<file path="src/keypad_pkg.sv">
package keypad_pkg;

    typedef logic [3:0]  lines_t;      // One bit per row or column line, active low.
    typedef logic [3:0]  key_code_t;   // Row * 4 + column.
    typedef logic [2:0]  fifo_count_t;
    typedef logic [20:0] debounce_t;   // Holds 20 ms at 100 MHz.
    typedef logic [1:0]  wb_addr_t;
    typedef logic [31:0] wb_data_t;

    typedef struct packed {
        logic      valid;
        key_code_t code;
    } key_event_t;

    typedef enum logic [2:0] {
        IDLE,
        SCAN_FIRST,
        DEBOUNCE,
        SCAN_SECOND,
        CHECK,
        WAIT_RELEASE
    } scan_state_t;

    // Event FIFO geometry.
    localparam fifo_count_t FIFO_DEPTH = 3'd4;
    localparam int          FIFO_PTR_W = $clog2(FIFO_DEPTH);

    // Row synchronizer delay seen by the scanner after each column change.
    localparam logic [1:0] SETTLE_CYCLES = 2'd2;

    localparam lines_t ALL_LINES_HIGH = 4'b1111;
    localparam lines_t ALL_LINES_LOW  = 4'b0000;

    // Register map, word addresses.
    localparam wb_addr_t REG_STATUS   = 2'd0;
    localparam wb_addr_t REG_DATA     = 2'd1;
    localparam wb_addr_t REG_DEBOUNCE = 2'd2;
    localparam wb_addr_t REG_CTRL     = 2'd3;

    // Bit positions inside the registers.
    localparam int STATUS_EMPTY_BIT = 3;
    localparam int STATUS_OVF_BIT   = 4;
    localparam int DATA_VALID_BIT   = 8;
    localparam int CTRL_ENABLE_BIT  = 0;
    localparam int CTRL_CLR_OVF_BIT = 1;

    // Reset values.
    localparam debounce_t DEBOUNCE_RESET    = 21'd2_000_000;
    localparam logic      SCAN_ENABLE_RESET = 1'b1;

endpackage

</file>
<file path="src/keypad_scanner.sv">
`timescale 1ns/1ps

module keypad_scanner (
    input  logic                  clk,
    input  logic                  rst_n,
    input  keypad_pkg::lines_t    row_in,
    input  logic                  scan_enable,
    input  keypad_pkg::debounce_t debounce_len,
    output keypad_pkg::lines_t    col_out,
    output keypad_pkg::key_event_t key_event
);

    import keypad_pkg::*;

    scan_state_t state;
    lines_t      row_meta;
    lines_t      row_sync;
    logic [1:0]  col_idx;
    logic [1:0]  settle_cnt;
    debounce_t   wait_cnt;
    key_code_t   first_code;
    key_code_t   second_code;
    logic        rows_idle;

    // Drive exactly one column low.
    function automatic lines_t col_drive(input logic [1:0] idx);
        lines_t one_hot;
        one_hot = lines_t'(4'b0001 << idx);
        return ~one_hot;
    endfunction

    function automatic logic single_low(input lines_t rows);
        return $countones(~rows) == 1;
    endfunction

    // Index of the low row, only meaningful when exactly one row is low.
    function automatic logic [1:0] low_row(input lines_t rows);
        logic [1:0] idx;
        idx = 2'd0;
        for (int r = 3; r >= 0; r--) begin
            if (!rows[r]) begin
                idx = 2'(r);
            end
        end
        return idx;
    endfunction

    assign rows_idle = (row_sync == ALL_LINES_HIGH);

    always_ff @(posedge clk) begin
        if (!rst_n) begin
            row_meta        <= ALL_LINES_HIGH;
            row_sync        <= ALL_LINES_HIGH;
            state           <= IDLE;
            col_out         <= ALL_LINES_HIGH;
            key_event.valid <= 1'b0;
        end else begin
            row_meta        <= row_in;
            row_sync        <= row_meta;
            key_event.valid <= 1'b0;

            if (!scan_enable) begin
                state   <= IDLE;             // Scanning off, release all columns.
                col_out <= ALL_LINES_HIGH;
            end else begin
                case (state)
                    IDLE: begin
                        if (!rows_idle && col_out == ALL_LINES_LOW) begin
                            state      <= SCAN_FIRST;
                            col_idx    <= 2'd0;
                            col_out    <= col_drive(2'd0);
                            settle_cnt <= '0;
                        end else begin
                            col_out    <= ALL_LINES_LOW;
                        end
                    end

                    // Both scans step through the columns the same way.
                    SCAN_FIRST, SCAN_SECOND: begin
                        if (settle_cnt != SETTLE_CYCLES) begin
                            settle_cnt <= settle_cnt + 2'd1;
                        end else if (rows_idle) begin
                            if (col_idx == 2'd3) begin
                                state   <= IDLE;     // No key found in any column.
                                col_out <= ALL_LINES_LOW;
                            end else begin
                                col_idx    <= col_idx + 2'd1;
                                col_out    <= col_drive(col_idx + 2'd1);
                                settle_cnt <= '0;
                            end
                        end else if (single_low(row_sync)) begin
                            if (state == SCAN_FIRST) begin
                                first_code <= {low_row(row_sync), col_idx};
                                state      <= DEBOUNCE;
                                col_out    <= ALL_LINES_LOW;
                                wait_cnt   <= '0;
                            end else begin
                                second_code <= {low_row(row_sync), col_idx};
                                state       <= CHECK;
                            end
                        end else begin
                            state   <= IDLE;         // Several rows low in one column.
                            col_out <= ALL_LINES_LOW;
                        end
                    end

                    DEBOUNCE: begin
                        if (rows_idle) begin
                            state <= IDLE;           // Key let go too early.
                        end else if (wait_cnt == debounce_len) begin
                            state      <= SCAN_SECOND;
                            col_idx    <= 2'd0;
                            col_out    <= col_drive(2'd0);
                            settle_cnt <= '0;
                        end else begin
                            wait_cnt <= wait_cnt + 1'b1;
                        end
                    end

                    CHECK: begin
                        if (first_code == second_code) begin
                            key_event.valid <= 1'b1;
                            key_event.code  <= first_code;
                        end
                        state    <= WAIT_RELEASE;
                        col_out  <= ALL_LINES_LOW;
                        wait_cnt <= '0;
                    end

                    // All rows must stay high for a full debounce time.
                    WAIT_RELEASE: begin
                        if (!rows_idle) begin
                            wait_cnt <= '0;
                        end else if (wait_cnt == debounce_len) begin
                            state <= IDLE;
                        end else begin
                            wait_cnt <= wait_cnt + 1'b1;
                        end
                    end

                    default: begin
                        state   <= IDLE;
                        col_out <= ALL_LINES_LOW;
                    end
                endcase
            end
        end
    end

endmodule

</file>
<file path="src/key_event_fifo.sv">
`timescale 1ns/1ps

module key_event_fifo (
    input  logic                    clk,
    input  logic                    rst_n,
    input  keypad_pkg::key_event_t  key_event,
    input  logic                    pop,
    input  logic                    clear_overflow,
    output keypad_pkg::key_code_t   head,
    output keypad_pkg::fifo_count_t count,
    output logic                    overflow
);

    import keypad_pkg::*;

    key_code_t             mem [FIFO_DEPTH];
    logic [FIFO_PTR_W-1:0] wr_ptr;
    logic [FIFO_PTR_W-1:0] rd_ptr;
    logic                  full;
    logic                  do_push;
    logic                  do_pop;

    assign full    = (count == FIFO_DEPTH);
    assign do_push = key_event.valid && !full;
    assign do_pop  = pop && (count != '0);
    assign head    = mem[rd_ptr];

    always_ff @(posedge clk) begin
        if (do_push) begin
            mem[wr_ptr] <= key_event.code;
        end
    end

    always_ff @(posedge clk) begin
        if (!rst_n) begin
            wr_ptr   <= '0;
            rd_ptr   <= '0;
            count    <= '0;
            overflow <= 1'b0;
        end else begin
            if (do_push) begin
                wr_ptr <= wr_ptr + 1'b1;
            end
            if (do_pop) begin
                rd_ptr <= rd_ptr + 1'b1;
            end
            count <= count + fifo_count_t'(do_push) - fifo_count_t'(do_pop);

            // A new drop wins over a clear in the same cycle.
            if (key_event.valid && full) begin
                overflow <= 1'b1;
            end else if (clear_overflow) begin
                overflow <= 1'b0;
            end
        end
    end

endmodule

</file>
<file path="src/keypad_wb_regs.sv">
`timescale 1ns/1ps

module keypad_wb_regs (
    input  logic                    clk,
    input  logic                    rst_n,
    input  logic                    wb_cyc,
    input  logic                    wb_stb,
    input  logic                    wb_we,
    input  keypad_pkg::wb_addr_t    wb_adr,
    input  keypad_pkg::wb_data_t    wb_dat_w,
    input  keypad_pkg::key_code_t   head,
    input  keypad_pkg::fifo_count_t count,
    input  logic                    overflow,
    output keypad_pkg::wb_data_t    wb_dat_r,
    output logic                    wb_ack,
    output logic                    pop,
    output logic                    clear_overflow,
    output logic                    scan_enable,
    output keypad_pkg::debounce_t   debounce_len
);

    import keypad_pkg::*;

    logic request;
    logic write_cycle;
    logic read_cycle;

    // Ack is held off for one cycle after each ack so every access gets one pulse.
    assign request     = wb_cyc && wb_stb && !wb_ack;
    assign write_cycle = wb_ack && wb_we;
    assign read_cycle  = wb_ack && !wb_we;

    always_ff @(posedge clk) begin
        if (!rst_n) begin
            wb_ack <= 1'b0;
        end else begin
            wb_ack <= request;
        end
    end

    always_ff @(posedge clk) begin
        if (!rst_n) begin
            debounce_len <= DEBOUNCE_RESET;
            scan_enable  <= SCAN_ENABLE_RESET;
        end else if (write_cycle) begin
            case (wb_adr)
                REG_DEBOUNCE: debounce_len <= wb_dat_w[$bits(debounce_t)-1:0];
                REG_CTRL:     scan_enable  <= wb_dat_w[CTRL_ENABLE_BIT];
                default:      ;              // Status and data are read only.
            endcase
        end
    end

    assign pop            = read_cycle && (wb_adr == REG_DATA);
    assign clear_overflow = write_cycle && (wb_adr == REG_CTRL) && wb_dat_w[CTRL_CLR_OVF_BIT];

    // Read data follows the live FIFO state, so it matches the pop in the ack cycle.
    always_comb begin
        wb_dat_r = '0;
        case (wb_adr)
            REG_STATUS: begin
                wb_dat_r[$bits(fifo_count_t)-1:0] = count;
                wb_dat_r[STATUS_EMPTY_BIT]         = (count == '0);
                wb_dat_r[STATUS_OVF_BIT]           = overflow;
            end
            REG_DATA: begin
                wb_dat_r[$bits(key_code_t)-1:0] = head;
                wb_dat_r[DATA_VALID_BIT]         = (count != '0);
            end
            REG_DEBOUNCE: begin
                wb_dat_r = wb_data_t'(debounce_len);
            end
            REG_CTRL: begin
                wb_dat_r[CTRL_ENABLE_BIT] = scan_enable;
            end
            default: begin
                wb_dat_r = '0;
            end
        endcase
    end

endmodule

</file>
<file path="src/keypad_top.sv">
`timescale 1ns/1ps

module keypad_top (
    input  logic                 clk,
    input  logic                 rst_n,
    input  keypad_pkg::lines_t   row_in,
    output keypad_pkg::lines_t   col_out,
    input  logic                 wb_cyc,
    input  logic                 wb_stb,
    input  logic                 wb_we,
    input  keypad_pkg::wb_addr_t wb_adr,
    input  keypad_pkg::wb_data_t wb_dat_w,
    output keypad_pkg::wb_data_t wb_dat_r,
    output logic                 wb_ack
);

    import keypad_pkg::*;

    key_event_t  key_event;
    key_code_t   head;
    fifo_count_t count;
    logic        overflow;
    logic        pop;
    logic        clear_overflow;
    logic        scan_enable;
    debounce_t   debounce_len;

    keypad_scanner u_scanner (
        .clk          (clk),
        .rst_n        (rst_n),
        .row_in       (row_in),
        .scan_enable  (scan_enable),
        .debounce_len (debounce_len),
        .col_out      (col_out),
        .key_event    (key_event)
    );

    key_event_fifo u_fifo (
        .clk            (clk),
        .rst_n          (rst_n),
        .key_event      (key_event),
        .pop            (pop),
        .clear_overflow (clear_overflow),
        .head           (head),
        .count          (count),
        .overflow       (overflow)
    );

    keypad_wb_regs u_regs (
        .clk            (clk),
        .rst_n          (rst_n),
        .wb_cyc         (wb_cyc),
        .wb_stb         (wb_stb),
        .wb_we          (wb_we),
        .wb_adr         (wb_adr),
        .wb_dat_w       (wb_dat_w),
        .head           (head),
        .count          (count),
        .overflow       (overflow),
        .wb_dat_r       (wb_dat_r),
        .wb_ack         (wb_ack),
        .pop            (pop),
        .clear_overflow (clear_overflow),
        .scan_enable    (scan_enable),
        .debounce_len   (debounce_len)
    );

endmodule

</file>
<file path="config.mk">
export PLATFORM = sky130hd
export DESIGN_NAME = keypad_top
export DESIGN_NICKNAME = d
export VERILOG_FILES = /design/src/keypad_pkg.sv /design/src/keypad_scanner.sv /design/src/key_event_fifo.sv /design/src/keypad_wb_regs.sv /design/src/keypad_top.sv
export SDC_FILE = /design/constraint.sdc
export NUM_CORES = 1
export LEC_CHECK = 0
export BUFFER_PORTS_ARGS = -buffer_cell sky130_fd_sc_hd__buf_2
export CAP_MARGIN = 5
export CORE_AREA = 3 3 118 109
export DETAILED_ROUTE_END_ITERATION = 7
export DIE_AREA = 0 0 121 112
export PLACE_DENSITY = 0.76
export RECOVER_POWER = 100
export SYNTH_ARGS = -nofsm -noshare
export SYNTH_HDL_FRONTEND = slang
export SYNTH_SLANG_ARGS = --single-unit
</file>
<file path="constraint.sdc">
create_clock -name clk -period 4 [get_ports clk]
set_clock_uncertainty 0.05 [all_clocks]
set_input_delay 0.6 -clock clk [delete_from_list [all_inputs] [get_ports clk]]
set_output_delay 0.6 -clock clk [all_outputs]
set_load 0.02 [all_outputs]
</file>
# After elaboration in Yosys (flattened, before gate mapping)
# Memories as Yosys holds them, arrays and structs flattened. A register that Yosys moved wholly into a read port is not among the register bits.
# Index checks and enable logic that the tools add are counted.
dict set report classes {
  addsub 10
  eq_ne 31
  n_shift 1
  n_mux 56
  bitwise 6
  n_reduce_logical 36
}
# cell n
set op_table {}
lappend op_table {{two-way mux 21 bit} 7}
lappend op_table {{one-hot mux 21 bit (4 select lines)} 1}
lappend op_table {{two-way mux 3 bit} 11}
lappend op_table {{adder 32 bit} 1}
lappend op_table {{equality test 32 x 2 -> 1 bit, second input constant} 1}
lappend op_table {{two-way mux 4 bit} 8}
lappend op_table {{two-way mux 2 bit} 15}
lappend op_table {{adder 21 x 1 -> 21 bit, second input constant} 1}
lappend op_table {{equality test 21 bit} 1}
lappend op_table {{one-hot mux 4 bit (4 select lines)} 1}
lappend op_table {{AND reduction 8 bit} 2}
lappend op_table {{one-hot mux 3 bit (5 select lines)} 1}
lappend op_table {{!= test 2 x 1 -> 1 bit, second input constant} 7}
lappend op_table {{AND reduction 7 bit} 2}
lappend op_table {{two-way mux 12 bit} 1}
lappend op_table {{one-hot mux 2 bit (3 select lines)} 2}
lappend op_table {{logical AND 1 bit} 11}
lappend op_table {{!= test 2 bit, second input constant} 5}
lappend op_table {{equality test 3 bit, second input constant} 3}
lappend op_table {{one-hot mux 3 bit (3 select lines)} 1}
lappend op_table {{AND reduction 9 bit} 1}
lappend op_table {{adder 2 x 1 -> 2 bit, second input constant} 4}
lappend op_table {{inverter 4 bit} 2}
lappend op_table {{equality test 2 bit, second input constant} 3}
lappend op_table {{other kinds (31)} 48}
dict set report totals {
  ff_bits 84
  ram_bits 16
  in_bits 43
  out_inout_bits 37
  memories 1
}
# memory words word_bits read_ports rd_ports_with_merged_regs wr line
set memory_table {}
lappend memory_table {u_fifo.mem 4 4 1 1 1 key_event_fifo.sv:16} ;# key_code_t mem [FIFO_DEPTH];

# Depth between registers and ports, before layout
# Gate-level depths: netlist (run 1).
dict set report logic_depth {
  word_depth 8
  depth_mapped 11
  mapped_depth_nobuf 11
}

# By module
# From an unflattened synthesis (run 1), not the netlist that was laid out.
dict set report hier_totals {
  hier_cells 520
  hier_area_um2 5491.5
}
# module instances cells_per_inst area_each_um2
set by_module_without_submodules {}
lappend by_module_without_submodules {keypad_scanner 1 297 3081.7}
lappend by_module_without_submodules {keypad_wb_regs 1 154 1317.5}
lappend by_module_without_submodules {key_event_fifo 1 69 1092.3}

# Worst setup path after synthesis (run 1)
# OpenSTA, ideal clock, no wires.
dict set report synth_timing {
  path_type {flip-flop to flip-flop}
  startpoint {reg u_scanner.row_sync[0]}
  endpoint {reg u_scanner.wait_cnt[0] (enable)}
  setup_ns 0.406
  t_arrival_ns 2.848
  path_slack_ns 0.696
  stages_incl_launch_ff 10
  n_path_buf 0
  period_less_slack_ns 3.304
  cell_sequence {dfxtp_1 inv_1 ha_1 ha_1 fa_1 nor2_1 nand3_1 nor2_1 o21ai_0 a21oi_1}
}
dict set report synth_between {
  elab_chain_len 6
}
# element line
set synth_lines {}
lappend synth_lines {{start: declaration} keypad_scanner.sv:17} ;# lines_t row_sync;
lappend synth_lines {{start signal: assignment} keypad_scanner.sv:59} ;# row_sync <= row_meta;
lappend synth_lines {{inverter 4 bit} keypad_scanner.sv:33} ;# return $countones(~rows) == 1;
lappend synth_lines {{adder 1 x 1 -> 2 bit (implied by the code)} keypad_scanner.sv:33}
lappend synth_lines {{adder 32 bit (implied by the code)} keypad_scanner.sv:33}
lappend synth_lines {{equality test 32 x 2 -> 1 bit} keypad_scanner.sv:33}
lappend synth_lines {{!= test 2 x 1 -> 1 bit (no line)} -}
lappend synth_lines {{AND reduction 8 bit (no line) (*)} -}
lappend synth_lines {{end signal: assignment} keypad_scanner.sv:116} ;# wait_cnt <= wait_cnt + 1'b1;
lappend synth_lines {{end signal: assignment} keypad_scanner.sv:137} ;# wait_cnt <= wait_cnt + 1'b1;
lappend synth_lines {{end: declaration} keypad_scanner.sv:20} ;# debounce_t wait_cnt;
# Every way passes the cells marked *; elsewhere a longest branch is shown, timed or not.
# A chain may end at the register's enable or synchronous reset.

# Final worst setup path (run 1)
dict set report layout_timing {
  startpoint {reg u_scanner.wait_cnt[5]}
  endpoint {reg u_scanner.col_idx[0] (enable)}
}
dict set report layout_between {
  elab_chain_len 3
}
# element line
set layout_lines {}
lappend layout_lines {{equality test 21 bit} keypad_scanner.sv:110} ;# end else if (wait_cnt == debounce_len) begin
lappend layout_lines {{!= test 2 x 1 -> 1 bit (no line)} -}
lappend layout_lines {{AND reduction 9 bit (no line)} -}
lappend layout_lines {{end signal: assignment} keypad_scanner.sv:87} ;# col_idx <= col_idx + 2'd1;
lappend layout_lines {{end: declaration} keypad_scanner.sv:18} ;# logic [1:0] col_idx;
# No other way between the ends.

==> results.cfg, run 1 <==
[run_status]
status = finished, violations left
violations = max-capacitance violations, max-slew violations

[clock_network]
cts_setup_buffers = 0
cts.sink_count = 102
root_buffer = clkbuf_16
clk_latency_ps = 350
cts-buffers-inserted = 9
post_cts_resize_count = 0
path_clk_slew_ps = 70
cts_buffer_depth = 2
ctsHoldBuffers = 0
cts_tree = done
htree_levels = 3

[layout]
antenna_cells = 0
postLayoutCoreUtil_pct = 49.5
fin_cells = 728
drive_above_1_share_pct = 11.3
fin_area_um2 = 5860
final_net_count = 630
area_growth_pct = 11.5

[grt]
grtUsageTotal_pct = 16.8
antenna_found_initial = 0
grt-ovfl-total = 0
grt_pass1_vias = 3761
grt_pass1_wl_um = 18000
grt_max_degree = 42

[timing]
slew_headroom_pct = -6.60
slew_violations = 42
fin_ws_ps = 751
hold_slack_ps = 358
worst_pin_slew_ps = 1600
timing_hold_violations_final = 0
fin_crit_sh_pct = 81.2
rsz0062_at_grt = false
setup_violations = 0
finalSetupTns_ps = 0
fmax_mhz = 308
period_minus_slack_ps = 3250

[run]
maxCapViolCount = 1

[critical_path]
path_cells = xnor2_2 > nand4_1 > nor4_1 > clkbuf_1 > and2_0 > nand2_4 > a221oi_2
endpoint = u_scanner.col_idx[0]$_SDFFCE_PP0P_
r2r_cells = 7
r2r-start = u_scanner.wait_cnt[5]$_DFFE_PP_
slowest_delay_ps = 770
cp_max_fo = 14
arrival_ps = 3220
path_class = reg2reg
required_ps = 3970
cp-end-kind = register
cp-start-kind = register
rr_endpoint = u_scanner.col_idx[0]$_SDFFCE_PP0P_
rrSetupSlack_ps = 750
cp_slowest_cell = and2_0
crit_path_start = u_scanner.wait_cnt[5]$_DFFE_PP_

[synth]
synthArstFlopShare_pct = 0
synth-compound-area-share_pct = 9.88
synth_area_um2 = 5260
yosys_register_bits = 102
synth_fa_ha_area_share_pct = 6.00
synthSimpleGateAreaFrac_pct = 20.0
ys_types = 55
synth-seq-area-share_pct = 49.0
synth.area.mux_share_pct = 3.24
synth-xor-area-share_pct = 7.14
avgSynthCellArea_um2 = 10.3
synth_top_family_by_area = simple AND/OR/NAND/NOR gates
synthCells = 511
synth-warning-count = 0
synth_edf_count = 53
ys.flop_type = edfxtp_1

[route]
drt_first_pass_iters = 5
drt_wl_total_um = 11300
antenna_left = 0
via_per_inst = 5.29
routedWlPerCell_um = 15.5
drc = 0
drtIter0Drc = 186
vias = 3853

[power_and_ir_drop]
vdd.ir_drop.worst_v = 0.000273
p_leak_nw = 2.16
p_per_area_nw_per_um2 = 362
p_total_mw = 2.12

[place]
placed_area_um2 = 5640
gp_congestion = 0.897
place_inst = 712
port_buffers = 57
dp_hpwl_um = 8290
pre_cts_ws_ps = 996

[floorplan]
num_rows = 38
die-width_um = 121
start_util_pct = 44.4
ioPinCount = 80
die_h_um = 112
core_um2 = 11800
die_area_um2 = 13600

[worst_hold_path]
hold_path.class = reg2reg
## cell families after synthesis
group	after synthesis
flip-flops	102
XOR/XNOR	42
buffers and inverters	51
AO/OA/AOI/OAI	72
other	1
multiplexers	12
AND/OR/NAND/NOR	207
adder cells (fa/ha/maj)	24
## cells in the mapped netlist, types with 2 or more instances
master    count  area share (%)
nand2_1      67             4.8
edfxtp_1     53              30
dfxtp_1      49              19
xnor2_1      38             6.3
nor2_1       32             2.3
and2_1       27             3.2
ha_1         22             5.2
nand3_1      21             2.0
inv_1        20             1.4
a21boi_0     17             2.4
a21oi_1      16             1.5
clkbuf_1     16             1.1
nand2b_1     12             1.4
buf_4        11             1.6
nand4_1      11             1.3
nor3_1       10            0.95
mux2i_1       8             1.5
o21ai_0       8            0.76
a211oi_1      7             1.0
or3_1         5            0.60
a222oi_1      4            0.76
mux4_2        4             1.7
o21a_1        4            0.57
or4_1         4            0.57
and3_1        3            0.36
nor2b_1       3            0.36
nor4_1        3            0.36
o31ai_1       3            0.43
xor2_1        3            0.50
a221oi_2      2            0.57
buf_2         2            0.19
buf_6         2            0.43
fa_1          2            0.76
## layer usage
metal / global-route usage (%) / wire [um] / vias to the layer above
met5: 0 / 0 / -
met2: 28.9 / 5610 / 131
met3: 3.35 / 620 / 15
met4: 6.19 / 177 / 0
met1: 21.0 / 4910 / 1834
li1: - / - / 1873
## flip-flops by register name, indices dropped and copies added (netlist names), 4 cells and up, named ones only
register,flops
u_regs.debounce_len,21
u_scanner.wait_cnt,21
u_fifo.mem,16
u_scanner.key_event,5
u_scanner.col_out,4
u_scanner.first_code,4
u_scanner.row_meta,4
u_scanner.row_sync,4
u_scanner.second_code,4
## layout by cell type, fill, tap and decap left out, types with 2 or more instances in the layout
cell type   synthesis  layout
clkinvlp_4          0       2
buf_4              11       3
a222oi_1            4       4
nand2b_1           12      12
a21oi_1            16      16
a211oi_1            7       7
a2111oi_0           1       2
or3_1               5       5
xnor2_1            38      38
clkinv_4            0       2
xor2_1              3       3
nor4_1              3       4
o31ai_1             3       3
mux2i_1             8       8
inv_1              20      20
nand4_1            11      11
a221oi_2            2       2
nand2_1            67      68
conb_1              1      11
mux4_2              4       4
fa_1                2       2
dfxtp_1            49      49
and3_1              3       3
or4_1               4       4
o21ai_0             8       8
clkbuf_16           0       9
nand3_1            21      21
and2_1             27      10
edfxtp_1           53      53
nor2b_1             3       3
buf_2               2      36
o21a_1              4       4
and2_0              0      18
clkbuf_1           16      24
ha_1               22      22
nor3_1             10      10
nor2_1             32      32
a21boi_0           17      18
## cell type report
| cell class | count | area, um2 |
|---|---|---|
| Timing Repair Buffer | 62 | 289 |
| Multi-Input combinational cell | 368 | 2440 |
| Fill cell | 1052 | 5980 |
| Clock inverter | 6 | 47.5 |
| Clock buffer | 10 | 229 |
| Tap cell | 160 | 200 |
| Inverter | 20 | 75.1 |
| Sequential cell | 102 | 2570 |
## worst min-delay path by stage
stage / start / endpoint / depth (start not counted)
after global routing: u_scanner.row_meta[1]$_SDFF_PN1_ / u_scanner.row_sync[1]$_SDFF_PN1_ / 1
after detailed placement: u_scanner.row_meta[1]$_SDFF_PN1_ / u_scanner.row_sync[1]$_SDFF_PN1_ / 1
after floorplan: u_scanner.row_meta[0]$_SDFF_PN1_ / u_scanner.row_sync[0]$_SDFF_PN1_ / 1
after global placement: u_scanner.row_meta[0]$_SDFF_PN1_ / u_scanner.row_sync[0]$_SDFF_PN1_ / 1
final: u_scanner.row_meta[0]$_SDFF_PN1_ / u_scanner.row_sync[0]$_SDFF_PN1_ / 1
after CTS: u_scanner.row_meta[0]$_SDFF_PN1_ / u_scanner.row_sync[0]$_SDFF_PN1_ / 1
## worst max-delay path, delay by kind of cell (launching register included)
| family | cells | cell delay, ps |
|---|---|---|
| flops | 1 | 530 |
| buf+inv | 1 | 480 |
| xor+xnor | 1 | 180 |
| simple gates | 4 | 1280 |
| compound gates | 1 | 390 |
## where the power goes
part | total, mW | internal [mW] | leakage, nW | switching (mW)
clock network | 0.814 | 0.426 | 0.128 | 0.388
logic | 0.173 | 0.0625 | 1.17 | 0.111
registers | 1.13 | 1.11 | 0.857 | 0.0197
total | 2.12 | 1.60 | 2.16 | 0.519
Note: power is estimated with default switching activity, not from simulation.
==> run 2, diff against run 1 <==
- ABC_AREA: not set -> 1
- CORE_AREA: 3 3 118 109 -> 3 3 121 111
- DIE_AREA: 0 0 121 112 -> 0 0 124 114
- PLACE_DENSITY: 0.76 -> 0.78
- clock period: 4 -> 2.8 ns (I/O delays scaled with it)
==> run 2 against run 1 <==
Net effect:
- the flow now finishes without violations
- non-clock buffer count rose by 3
- combinational power rose to 5.3 times the previous value
- core utilization rose by 1.7 points
- sequential share of layout area fell by 2.6 points
- critical path depth rose by 3
- design area rose by 6.3%
- largest power group unchanged
- highest routed layer unchanged
==> results.cfg, run 2 <==
[timing]
timing_hold_violations_final = 0
slew_violations = 0
finalSetupTns_ps = 0
fin_crit_sh_pct = 92.6
rsz0062_at_grt = false
slew_headroom_pct = 27.6
worst_pin_slew_ps = 1090
setup_violations = 0
period_minus_slack_ps = 2590
fmax_mhz = 386

[clock_network]
cts_buffer_depth = 2
cts.sink_count = 102
ctsHoldBuffers = 0
cts_tree = done
clk_latency_ps = 350
root_buffer = clkbuf_16
cts_setup_buffers = 0
htree_levels = 3
path_clk_slew_ps = 80
cts-buffers-inserted = 9
post_cts_resize_count = 0

[route]
drtIter0Drc = 384
drt_first_pass_iters = 5
antenna_left = 0
drt_wl_total_um = 12500
routedWlPerCell_um = 13.4
drc = 0
vias = 4726
via_per_inst = 5.09

[floorplan]
die_area_um2 = 14100
die_h_um = 114
start_util_pct = 45.3
num_rows = 38
ioPinCount = 80
die-width_um = 124
core_um2 = 12200

[critical_path]
required_ps = 2770
path_class = reg2reg
cp-start-kind = register
arrival_ps = 2560
cp-end-kind = register
cp_max_fo = 21

[synth]
avgSynthCellArea_um2 = 7.85
ys_types = 44
synth.most_common_cell = nand2_1
yosysTopAreaCell = edfxtp_1
synth_area_leaders = edfxtp_1, dfxtp_1, nand2_1
synth_area_um2 = 5510
synthArstFlopShare_pct = 0
synth-seq-area-share_pct = 46.7
synth_edf_count = 53
yosys_register_bits = 102
yosys-top-cells-count = nand2_1, inv_1, nor2_1
synth-warning-count = 0
ys.flop_type = edfxtp_1
synth_top_cell_area_share_pct = 28.9
synthCells = 702

[grt]
antenna_found_initial = 0
grt_pass1_vias = 4346
grt-ovfl-total = 0
grt_pass1_wl_um = 20400
grt_max_degree = 28
grtUsageTotal_pct = 18.0

[power_and_ir_drop]
p_per_area_nw_per_um2 = 665
vdd.ir_drop.worst_v = 0.000342
p_total_mw = 4.14
p_leak_nw = 2.84

[place]
dp_hpwl_um = 9170
gp_congestion = 0.953
port_buffers = 57

[layout]
largestRegisters = u_regs.debounce_len: 21 flops, u_scanner.wait_cnt: 21 flops, u_fifo.mem: 16 flops
final_net_count = 831
final_cell_mix = nand2_1, inv_1, nor2_1
antenna_cells = 0
area_growth_pct = 13.0
drive_above_1_share_pct = 9.62
fillCellCount = 1186
final_common_cell = nand2_1

[worst_hold_path]
hold_path.class = in2reg

[run]
maxCapViolCount = 0

[run_status]
status = finished, final reports clean
run 2: cell count changes after synthesis, moves of 7 or more:
cell,before,now
nand2_1,67,170
inv_1,20,105
nor2_1,32,83
xnor2_1,38,3
o21ai_0,8,36
and2_1,27,0
a21oi_1,16,37
a21boi_0,17,1
nand2b_1,12,0
nand3_1,21,30
or2_2,0,9
mux2i_1,8,0
a211oi_1,7,0
nor3_1,10,17
run 2: path summary, 6_finish.rpt:
| kind | cells after the start | from | to | slack, ps |
|---|---|---|---|---|
| max | 10 | u_scanner.row_sync[2]$_SDFF_PN1_ | u_scanner.wait_cnt[5]$_DFFE_PP_ | 210 |
| min | 2 | row_in[1] | u_scanner.row_meta[1]$_SDFF_PN1_ | 200 |
| max reg2reg | 10 | u_scanner.row_sync[2]$_SDFF_PN1_ | u_scanner.wait_cnt[5]$_DFFE_PP_ | 210 |
| min reg2reg | 1 | u_scanner.row_meta[3]$_SDFF_PN1_ | u_scanner.row_sync[3]$_SDFF_PN1_ | 370 |
run 2: logic make-up after synthesis:
family                     count (synthesis)  share of synthesized area (%)
and+or+nand+nor                          334                           25.8
buffers and inverters                    133                           10.0
DFF                                      102                           46.7
AOI/OAI and AO/OA                         98                           10.1
adders and majority gates                 24                           5.72
xor gates and xnor gates                  10                           1.59
other                                      1                         0.0680
run 2: per-stage QoR:
stage	cell area, um2	std cells	hold slack [ps]	utilization [%]	setup slack [ps]
2_1_floorplan	5560	712	343	-	214
3_3_place_gp	5990	913	346	49.2	374
3_5_place_dp	5990	913	351	49.2	279
4_1_cts	6310	929	187	51.9	269
5_1_grt	6230	929	195	51.2	73.3
6_report	6230	929	198	51.2	208
run 2: cell type report:
| cell class | instances | area [um2] | area share [%] |
|---|---|---|---|
| Tap cell | 160 | 200 | 3.21 |
| Multi-Input combinational cell | 477 | 2420 | 38.9 |
| Clock inverter | 7 | 100 | 1.61 |
| Clock buffer | 9 | 225 | 3.62 |
| Inverter | 109 | 409 | 6.57 |
| Sequential cell | 102 | 2570 | 41.3 |
| Timing Repair Buffer | 65 | 297 | 4.76 |
run 2: layer usage:
layer | up-vias | track usage, % | part of all wire, %
li1 | 2374 | - | -
met1 | 2165 | 25.0 | 46
met2 | 168 | 28.4 | 45
met3 | 19 | 2.38 | 6.2
met4 | 0 | 7.23 | 2.3
met5 | - | 0 | 0
run 2: report_power, final:
part           switching [mW]  internal [mW]
Combinational           0.627          0.288
Sequential              0.151           1.74
Clock                   0.613          0.725
run 2: worst max-delay path: stages, from the launching register on:
cell	delay, ps
dfxtp_1	370
inv_1	60
ha_1	290
ha_1	200
fa_1	440
nor2_1	110
nand2_1	90
inv_1	90
a21oi_1	90
nor3_4	110
clkbuf_4	350
==> run 3, diff against run 2 <==
--- a/config.mk
+++ b/config.mk
@@ -10,7 +10,8 @@
 export CAP_MARGIN = 5
 export CORE_AREA = 3 3 121 111
+export CTS_BUF_LIST = sky130_fd_sc_hd__clkbuf_4
 export DETAILED_ROUTE_END_ITERATION = 7
 export DIE_AREA = 0 0 124 114
-export PLACE_DENSITY = 0.78
+export PLACE_DENSITY = 0.76
 export RECOVER_POWER = 100
 export SYNTH_ARGS = -nofsm -noshare
==> constraint.sdc (replaced) <==
create_clock -name clk -period 3.1 [get_ports clk]
set_clock_uncertainty 0.05 [all_clocks]
set_input_delay 0 -clock clk [delete_from_list [all_inputs] [get_ports clk]]
set_output_delay 0 -clock clk [all_outputs]
set_load 0.02 [all_outputs]
==> run 3 against run 2 <==
Net effect:
- critical path depth fell by 2
- sequential cell count did not move
- sequential share of layout area fell by 1.5 points
- core utilization rose by 1.9 points
- register-to-register slack improved by 130 ps
- maximum frequency fell by 6.1%
- total power fell by 21%
- hold slack got worse by 9.5 ps
- combinational power fell by 8.0%
- sequential power fell by 10%
- critical path type unchanged
- largest power group unchanged
==> results.cfg, run 3 (same netlist as run 2, synthesis figures left out) <==
[grt]
grtUsageTotal_pct = 18.3
grt_pass1_vias = 4453
antenna_found_initial = 0
grt-ovfl-total = 0
grt_pass1_wl_um = 20600
grt_max_degree = 28

[critical_path]
path_class = reg2reg
r2r-start = u_scanner.row_sync[2]$_SDFF_PN1_
cp-start-kind = register
slowest_delay_ps = 410
crit_family = buffers and inverters
arrival_ps = 2950
cp_max_fo = 10
cp_num_buf_inv = 3
crit_path_start = u_scanner.row_sync[2]$_SDFF_PN1_
required_ps = 3290
cp_slowest_cell = clkbuf_1
cp-end-kind = register
path_cells = ha_1 > nand2_1 > clkinv_1 > a21oi_2 > clkbuf_1 > inv_1 > o21ai_0 > a21oi_1

[timing]
worst_pin_slew_ps = 1100
slew_headroom_pct = 26.4
fmax_mhz = 362
period_minus_slack_ps = 2760
timing_hold_violations_final = 0
finalSetupTns_ps = 0
fin_ws_ps = 339
hold_slack_ps = 188
rsz0062_at_grt = false
fin_crit_sh_pct = 89.1
slew_violations = 0
setup_violations = 0

[floorplan]
core_um2 = 12200
die-width_um = 124
num_rows = 38
start_util_pct = 45.3
ioPinCount = 80
die_h_um = 114
die_area_um2 = 14100

[layout]
final_cell_mix = nand2_1, inv_1, nor2_1
largestRegisters = u_regs.debounce_len: 21 flops, u_scanner.wait_cnt: 21 flops, u_fifo.mem: 16 flops
drive_above_1_share_pct = 8.90
final_net_count = 871
fin_cells = 969
area_growth_pct = 17.2
antenna_cells = 0
final_common_cell = nand2_1

[route]
drtIter0Drc = 474
drt_wl_total_um = 12800
drc = 0
drt_first_pass_iters = 5
antenna_left = 0
vias = 4866
via_per_inst = 5.02
routedWlPerCell_um = 13.2

[power_and_ir_drop]
vdd.ir_drop.worst_v = 0.000214
p_per_area_nw_per_um2 = 504
p_leak_nw = 2.91

[place]
port_buffers = 57
dp_hpwl_um = 8900
pre_cts_ws_ps = 523
place_inst = 910
gp_congestion = 0.920

[clock_network]
cts_buffer_depth = 2
cts_tree = done
cts_setup_buffers = 0
root_buffer = clkbuf_4
cts-buffers-inserted = 9
clk_latency_ps = 470
path_clk_slew_ps = 170
htree_levels = 3
cts.sink_count = 102

[run]
maxCapViolCount = 0

[worst_hold_path]
min-delay-start = row_in[3]
hold_path.class = in2reg

[run_status]
status = finished, final reports clean
[run 3: worst min-delay path: stages]
cell and delay, ps:
dlygate4sd3_1 520, buf_2 90, or2_2 80
[run 3: power by group]
group	internal (mW)	total [mW]	switching (mW)
Sequential	1.57	1.70	0.130
Combinational	0.282	0.842	0.560
Clock	0.195	0.716	0.521
Total	2.05	3.26	1.21
[run 3: worst paths after layout]
| kind | slack, ps | endpoint | depth (start not counted) |
|---|---|---|---|
| worst min register to register | 390 | u_scanner.row_sync[0]$_SDFF_PN1_ | 1 |
| worst min-delay path | 190 | u_scanner.row_meta[3]$_SDFF_PN1_ | 3 |
| worst max register to register | 340 | u_scanner.wait_cnt[12]$_DFFE_PP_ | 8 |
| worst max-delay path | 340 | u_scanner.wait_cnt[12]$_DFFE_PP_ | 8 |
[run 3: per-stage QoR]
stage               cell area (um2)  util, %  power [mW]
global route                   6460     53.1        3.44
detailed placement             5930     48.7        2.53
finish                         6460     53.1        3.26
CTS                            6520     53.5        3.26
floorplan                      5550        -        2.30
global placement               5930     48.7        2.52
[run 3: repair_timing]
action	in CTS	in global routing
gates resized for setup	0	0
endpoints found under the hold margin	36	0
hold buffers	43	0
[run 3: area by class of cell]
cell class                 instances  area (um2)
clock buffer                       9        67.6
sequential                       102        2570
tap                              160         200
fill                            1165        5710
inverter                         109         409
clock inverter                     7        85.1
timing repair buffer             105         708
multi-input combinational        477        2420
[run 3: per-layer routing]
layer	track usage, %	routed length (um)	share of wire (%)
met1	25.1	5830	46
met2	30.2	5910	46
met3	2.73	861	6.7
met4	4.74	154	1.2
met5	0	0	0
